$ cat src/source/cam_sync_params.svh
`ifndef CAM_SYNC_PARAMS_SVH
`define CAM_SYNC_PARAMS_SVH

// Horizontal raster, in pixel clocks.
`define H_ACT   16
`define H_FP    4
`define H_SYNC  3
`define H_BP    5
`define H_TOTAL (`H_ACT + `H_FP + `H_SYNC + `H_BP)

// Vertical raster, in lines.
`define V_ACT   6
`define V_FP    2
`define V_SYNC  2
`define V_BP    2
`define V_TOTAL (`V_ACT + `V_FP + `V_SYNC + `V_BP)

`define LOCK_THRESH   8   // Low href cycles that make a line gap.
`define LOCK_DELAY    10  // Cycles from an accepted gap to lock.
`define LOCK_CNT_BITS 4   // Wide enough for both lock counts.

`define PIX_BITS 8

`define BUF_DEPTH 32
`define BUF_AW    5

`define X_BITS 5
`define Y_BITS 4

`endif
$ cat src/source/cam_sync_pkg.sv
`default_nettype none

`include "cam_sync_params.svh"

package cam_sync_pkg;

    typedef logic [`PIX_BITS-1:0] pixel_t;

    typedef logic [`X_BITS-1:0] xpos_t;
    typedef logic [`Y_BITS-1:0] ypos_t;

    // One bit wider than the address so full and empty differ.
    typedef logic [`BUF_AW:0] buf_ptr_t;

    typedef enum logic [1:0] {
        LOCK_IDLE  = 2'd0,
        LOCK_WAIT  = 2'd1,
        LOCK_DELAY = 2'd2,
        LOCK_DONE  = 2'd3
    } lock_state_t;

endpackage : cam_sync_pkg

`default_nettype wire

$ cat src/source/cam_sync_top.sv
`timescale 1ns/10ps
`default_nettype none

module cam_sync_top
    import cam_sync_pkg::*;
(
    input  logic   clk,
    input  logic   rstn,
    input  logic   cam_href,
    input  pixel_t cam_pixel,
    output logic   vsync,
    output logic   hsync,
    output logic   data_en,
    output logic   read_en,
    output xpos_t  x,
    output ypos_t  y,
    output pixel_t pixel,
    output logic   locked,
    output logic   underflow
);

    href_lock href_lock_i (
        .clk      (clk),
        .rstn     (rstn),
        .cam_href (cam_href),
        .locked   (locked)
    );

    // The raster runs freely once the camera gap has been found.
    raster_timing raster_timing_i (
        .clk     (clk),
        .rstn    (rstn),
        .locked  (locked),
        .hsync   (hsync),
        .vsync   (vsync),
        .data_en (data_en),
        .read_en (read_en),
        .x       (x),
        .y       (y)
    );

    pixel_line_buffer pixel_line_buffer_i (
        .clk       (clk),
        .rstn      (rstn),
        .cam_href  (cam_href),
        .read_en   (read_en),
        .cam_pixel (cam_pixel),
        .pixel     (pixel),
        .underflow (underflow)
    );

endmodule : cam_sync_top

`default_nettype wire

$ cat src/source/pixel_line_buffer.sv
`timescale 1ns/10ps
`default_nettype none

`include "cam_sync_params.svh"

module pixel_line_buffer
    import cam_sync_pkg::*;
(
    input  logic   clk,
    input  logic   rstn,
    input  logic   cam_href,
    input  logic   read_en,
    input  pixel_t cam_pixel,
    output pixel_t pixel,
    output logic   underflow
);

    pixel_t   mem [`BUF_DEPTH];
    buf_ptr_t wr_ptr;
    buf_ptr_t rd_ptr;
    logic     empty;
    logic     full;
    logic     wr;
    logic     rd;

    assign empty = (wr_ptr == rd_ptr);
    assign full  = (wr_ptr[`BUF_AW] != rd_ptr[`BUF_AW]) &&
                   (wr_ptr[`BUF_AW-1:0] == rd_ptr[`BUF_AW-1:0]);

    assign wr = cam_href && !full;  // Pixels arriving while full are lost.
    assign rd = read_en && !empty;

    always_ff @(posedge clk) begin
        if (wr) begin
            mem[wr_ptr[`BUF_AW-1:0]] <= cam_pixel;
        end
    end

    always_ff @(posedge clk or negedge rstn) begin
        if (!rstn) begin
            wr_ptr <= '0;
            rd_ptr <= '0;
        end else begin
            if (wr) begin
                wr_ptr <= wr_ptr + 1'b1;
            end
            if (rd) begin
                rd_ptr <= rd_ptr + 1'b1;
            end
        end
    end

    always_ff @(posedge clk) begin
        pixel <= rd ? mem[rd_ptr[`BUF_AW-1:0]] : '0;
    end

    // Sticky until reset.
    always_ff @(posedge clk or negedge rstn) begin
        if (!rstn) begin
            underflow <= 1'b0;
        end else if (read_en && empty) begin
            underflow <= 1'b1;
        end
    end

endmodule : pixel_line_buffer

`default_nettype wire

$ cat src/source/raster_timing.sv
`timescale 1ns/10ps
`default_nettype none

`include "cam_sync_params.svh"

module raster_timing
    import cam_sync_pkg::*;
(
    input  logic  clk,
    input  logic  rstn,
    input  logic  locked,
    output logic  hsync,
    output logic  vsync,
    output logic  data_en,
    output logic  read_en,
    output xpos_t x,
    output ypos_t y
);

    localparam xpos_t H_ACT_END  = xpos_t'(`H_ACT);
    localparam xpos_t H_SYNC_BEG = xpos_t'(`H_ACT + `H_FP);
    localparam xpos_t H_SYNC_END = xpos_t'(`H_ACT + `H_FP + `H_SYNC);
    localparam xpos_t H_LAST     = xpos_t'(`H_TOTAL - 1);

    localparam ypos_t V_ACT_END  = ypos_t'(`V_ACT);
    localparam ypos_t V_SYNC_BEG = ypos_t'(`V_ACT + `V_FP);
    localparam ypos_t V_SYNC_END = ypos_t'(`V_ACT + `V_FP + `V_SYNC);
    localparam ypos_t V_LAST     = ypos_t'(`V_TOTAL - 1);

    xpos_t h;
    ypos_t v;
    logic  h_act;
    logic  v_act;
    logic  h_sync;
    logic  v_sync;

    // The counters hold the position whose outputs show up on the next cycle.
    always_ff @(posedge clk or negedge rstn) begin
        if (!rstn) begin
            h <= '0;
            v <= '0;
        end else if (locked) begin
            if (h == H_LAST) begin
                h <= '0;
                v <= (v == V_LAST) ? '0 : v + 1'b1;
            end else begin
                h <= h + 1'b1;
            end
        end
    end

    assign h_act  = (h < H_ACT_END);
    assign v_act  = (v < V_ACT_END);
    assign h_sync = (h >= H_SYNC_BEG) && (h < H_SYNC_END);
    assign v_sync = (v >= V_SYNC_BEG) && (v < V_SYNC_END);

    // One cycle ahead of the registered data_en below.
    assign read_en = locked && h_act && v_act;

    always_ff @(posedge clk or negedge rstn) begin
        if (!rstn) begin
            hsync   <= 1'b0;
            vsync   <= 1'b0;
            data_en <= 1'b0;
            x       <= '0;
            y       <= '0;
        end else begin
            hsync   <= locked && h_sync;
            vsync   <= locked && v_sync;
            data_en <= read_en;
            x       <= read_en ? h : '0;  // Coordinates are zero outside the active area.
            y       <= read_en ? v : '0;
        end
    end

endmodule : raster_timing

`default_nettype wire

$ cat src/source/href_lock.sv
`timescale 1ns/10ps
`default_nettype none

`include "cam_sync_params.svh"

module href_lock
    import cam_sync_pkg::*;
(
    input  logic clk,
    input  logic rstn,
    input  logic cam_href,
    output logic locked
);

    localparam logic [`LOCK_CNT_BITS-1:0] THRESH_LAST = `LOCK_CNT_BITS'(`LOCK_THRESH - 1);
    localparam logic [`LOCK_CNT_BITS-1:0] DELAY_LAST  = `LOCK_CNT_BITS'(`LOCK_DELAY - 1);

    lock_state_t               state;
    logic                      href_d;
    logic                      href_fall;
    logic [`LOCK_CNT_BITS-1:0] cnt;

    assign href_fall = href_d && !cam_href;

    always_ff @(posedge clk or negedge rstn) begin
        if (!rstn) begin
            href_d <= 1'b0;
            state  <= LOCK_IDLE;
            cnt    <= '0;
        end else begin
            href_d <= cam_href;
            case (state)
                LOCK_IDLE: begin
                    if (href_fall) begin
                        state <= LOCK_WAIT;
                        cnt   <= '0;
                    end
                end
                LOCK_WAIT: begin
                    if (cam_href) begin
                        state <= LOCK_IDLE;  // Gap too short, start over.
                    end else if (cnt == THRESH_LAST) begin
                        state <= LOCK_DELAY;
                        cnt   <= '0;
                    end else begin
                        cnt <= cnt + 1'b1;
                    end
                end
                LOCK_DELAY: begin
                    // href is ignored from here on.
                    if (cnt == DELAY_LAST) begin
                        state <= LOCK_DONE;
                    end else begin
                        cnt <= cnt + 1'b1;
                    end
                end
                LOCK_DONE: begin
                    state <= LOCK_DONE;  // Only reset leaves this state.
                end
                default: begin
                    state <= LOCK_IDLE;
                end
            endcase
        end
    end

    assign locked = (state == LOCK_DONE);

endmodule : href_lock

`default_nettype wire

$ cat config.mk
export PLATFORM = sky130hd
export DESIGN_NAME = cam_sync_top
export DESIGN_NICKNAME = d
export VERILOG_FILES = /design/src/source/cam_sync_pkg.sv /design/src/source/cam_sync_top.sv /design/src/source/pixel_line_buffer.sv /design/src/source/raster_timing.sv /design/src/source/href_lock.sv
export VERILOG_INCLUDE_DIRS = /design/src /design/src/source
export SDC_FILE = /design/constraint.sdc
export NUM_CORES = 1
export LEC_CHECK = 0
export BUFFER_PORTS_ARGS = -buffer_cell sky130_fd_sc_hd__buf_2
export CORE_ASPECT_RATIO = 1.4
export CORE_MARGIN = 3
export CORE_UTILIZATION = 40
export DETAILED_ROUTE_END_ITERATION = 10
export PLACE_DENSITY = 0.66
export SYNTH_ARGS = -nofsm -noshare
export SYNTH_HDL_FRONTEND = slang
export SYNTH_HIERARCHICAL = 1
export SYNTH_SLANG_ARGS = --single-unit
export TNS_END_PERCENT = 5
$ cat constraint.sdc
create_clock -name clk -period 2.4 [get_ports clk]
set_input_delay 0.6 -clock clk [delete_from_list [all_inputs] [get_ports clk]]
set_output_delay 0.6 -clock clk [all_outputs]
set_load 0.02 [all_outputs]
==> reports/metrics.yaml <==
outcome: "complete, no violations"
yosysWarningCount: 6
post-place-cells: 1109
design.final.nets: 783
grt_pass1_wl_mm: 39.8
wl_mm: 26.3
dr_total_vias: 6447
die_h_microns: 216
finalHoldViolCount: 0
synth_area_leader_cell: "edfxtp_1"
setup_violations: 0
worstMarginPinSlew_ns: 0.978
crit_fanout: 30
timing.critical_path.cells: "buf_16, and3b_1, buf_4, a221oi_2, o211ai_1, and3b_1"
post-synth-top-count-cell: "edfxtp_1"
max-cap-violations: 0
cpMaxStageDelayCell: "dfrtp_2"
netlist_cell_types: 67
crit_start: "pixel_line_buffer_i/rd_ptr[1]"
vdd_ir_drop_max_mv: 0.581
grt-ovfl-total: 0
synth_flop_cell: "edfxtp_1"
clk_root_buffer_cell: "clkbuf_16"
initial_utilization_pct: 40.7
class_of_the_most_critical_hold_timing_path: "input pin to register"
synth-edff-count: 256
detailedRoute.firstPassIterationCount: 5
post_synth_main_area_contributors: "edfxtp_1 61%, dfrtp_1 8.2%, mux4_2 7.0%"
layoutNonFillerInstCount: 1168
cp_data_required_time_ns: 2.83
maxSlewViolCount: 0
port_buffers: 33
layout_setup_ws_ns: 0.0366
num_io_pins: 34
max_slew_margin_pct: 34.6
min_path_cells: 2
critical-path-top-cell-by-count: "and3b_1"
synthDominantCellAreaShare_pct: 61.2
r2r_slack_ns: 0.04
cts_htree_levels: 1
yosys-top-cells-count: "256 x edfxtp_1, 44 x nor2_1, 41 x dfrtp_1"
met2_length_mm: 14.2
top_layer_used: "met4"
final_period_minus_worst_setup_slack_ns: 2.36
place_hpwl_mm: 16.9
fp-row-count: 76
die_x_microns: 156
grt_max_degree: 61
synth_area_sq_um: 12600
hold_sp: "cam_href"
first_global_vias: 6583
ys_async_sr_fraction_pct: 13.4
cp_num_cells: 6
worstSetupPathType: "register to register"
first_iter_violations: 557
syn_inst: 688
max_freq_ghz: 0.423
pwr_density_cell_nw_per_um2: 1130
drt_drc_violations_left: 0
critical_path_buf_inv_count: 2
post_route_met1_wirelength_mm: 10.2
cts_made_buffers: 28
core_box_area_sq_um: 30900
power.leakage_nw: 4.98
tritoncts: "done"
finClkSkew_ns: 0.0188
drtAntennaViolNets: 0
drt-wirelength-per-cell_microns: 22.5
end_kind: "register"
final_min_period_over_clock_period_pct: 98.5
dieArea_sq_um: 33600
crit_family: "compound AO/OA/AOI/OAI gates"
worst_r2r_endpoint: "pixel_line_buffer_i/pixel[1]"
clock_sinks: 305
rsz0062_at_grt: "true"
post-place-ws_ns: -0.323
crit_path_arrival_time_ns: 2.79
synth_sequential_area_ratio_pct: 70.6
antenna_found_initial: 0
crit_path_max_incr_delay_ns: 0.51
path_clk_slew_ns: 0.06
cts.path.max_buffers: 3
viasPerCell: 5.52
route.met3.wl_mm: 1.31
finalWeightedCongestion: 0.831
crit_path_start_kind: "register"
synthesis.area_per_instance_sq_um: 18.3
worst_skew_pair.late_latency_ns: 0.55
reg2reg_depth: 6
diodes: 0
syn2layout_area_growth_pct: 13.7
postSynthRegisterBits: 305
r2r_start: "pixel_line_buffer_i/rd_ptr[1]"
worst_hold_path.endpoint: "href_lock_i/href_d"
drive_gt1_share_pct: 26.9
fin_setup_tns_ns: 0
groute.usage.overall_pct: 15.5
-- where the power goes --
| part | internal, mW | switching, mW |
|---|---|---|
| clock network | 2.54 | 1.91 |
| registers | 6.30 | 0.309 |
| logic | 2.25 | 2.80 |
-- through the flow --
step | util, % | cell area (sq um) | power, mW | hold slack, ns
global route | 46.3 | 14300 | 16.8 | 0.430
detailed placement | 42.8 | 13200 | 11.6 | 0.446
global placement | 42.8 | 13200 | 11.6 | 0.437
finish | 46.3 | 14300 | 16.1 | 0.442
floorplan | - | 12600 | 10.2 | 0.304
CTS | 46.1 | 14200 | 16.1 | 0.417
-- final cells by class --
class	instances	area (sq um)
clock inverters	20	191
fillers	2594	16600
clock buffers	32	737
well taps	390	488
inverters	10	37.5
flip-flops and latches	305	8880
repair buffers	72	533
multi-input cells	339	3430
-- flip-flops by register name, summed over array words and instances, names as in the netlist --
| signal | flops |
|---|---|
| pixel_line_buffer_i/wr_ptr | 6 |
| raster_timing_i/data_en | 1 |
| href_lock_i/state | 2 |
| raster_timing_i/vsync | 1 |
| raster_timing_i/h | 5 |
| raster_timing_i/hsync | 1 |
| pixel_line_buffer_i/rd_ptr | 6 |
| pixel_line_buffer_i/mem | 256 |
| pixel_line_buffer_i/pixel | 8 |
| pixel_line_buffer_i/underflow | 1 |
| href_lock_i/href_d | 1 |
| raster_timing_i/v | 4 |
| raster_timing_i/y | 4 |
| raster_timing_i/x | 5 |
| href_lock_i/cnt | 4 |
-- what timing repair did --
item                                    CTS  global route
cloned                                    0             1
pin swaps                                 1             0
gates resized for setup                  11             1
endpoints found under the setup margin    5             4
hold endpoints to repair                 10             0
setup buffers                             0             5
hold buffers                              1             0
-- kinds of logic after synthesis --
group,after synthesis,synth area share [%]
AOI/OAI and AO/OA,67,4.34
xor gates and xnor gates,17,1.33
adders and majority gates,16,1.59
buffers and inverters,45,2.45
DFF,305,70.6
muxes,104,13.9
other,1,0.0298
and+or+nand+nor,133,5.73
-- layer usage --
| metal | vias to the layer above | track usage [%] |
|---|---|---|
| met3 | 34 | 2.47 |
| li1 | 2865 | - |
| met2 | 195 | 28.1 |
| met1 | 3353 | 18.8 |
| met5 | - | 0 |
| met4 | 0 | 4.83 |
-- worst max path at each step --
| stage | slack, ns | endpoint |
|---|---|---|
| 3_5_place_dp | -0.32 | pixel_line_buffer_i/pixel[4] |
| 5_1_grt | -0.01 | pixel_line_buffer_i/pixel[4] |
| 6_report | 0.04 | pixel_line_buffer_i/pixel[1] |
| 3_3_place_gp | -0.34 | pixel_line_buffer_i/pixel[4] |
| 4_1_cts | -0.03 | read_en |
| 2_1_floorplan | 0.10 | pixel_line_buffer_i/pixel[7] |
-- cell usage in the layout, fill, tap and decap left out, types with 4 or more instances in the layout --
cell and n:
nand2b_1 5, mux2_4 13, mux4_1 8, inv_1 9, mux2_2 20, nand3_1 7
nand3b_1 8, and2_1 7, mux2i_1 24, nor2_1 44, dfrtp_1 38, and3b_1 7
and3_1 9, clkinvlp_4 6, xnor2_1 14, mux4_2 39, dfxtp_1 8, nand2_1 21
buf_2 32, nor2b_1 5, a221oi_1 8, o21ai_0 6, buf_4 33, clkinv_2 4
o211ai_1 21, clkinv_1 5, edfxtp_1 256, ha_1 15, clkbuf_16 30
No activity file was read; power rests on OpenSTA's default activity.
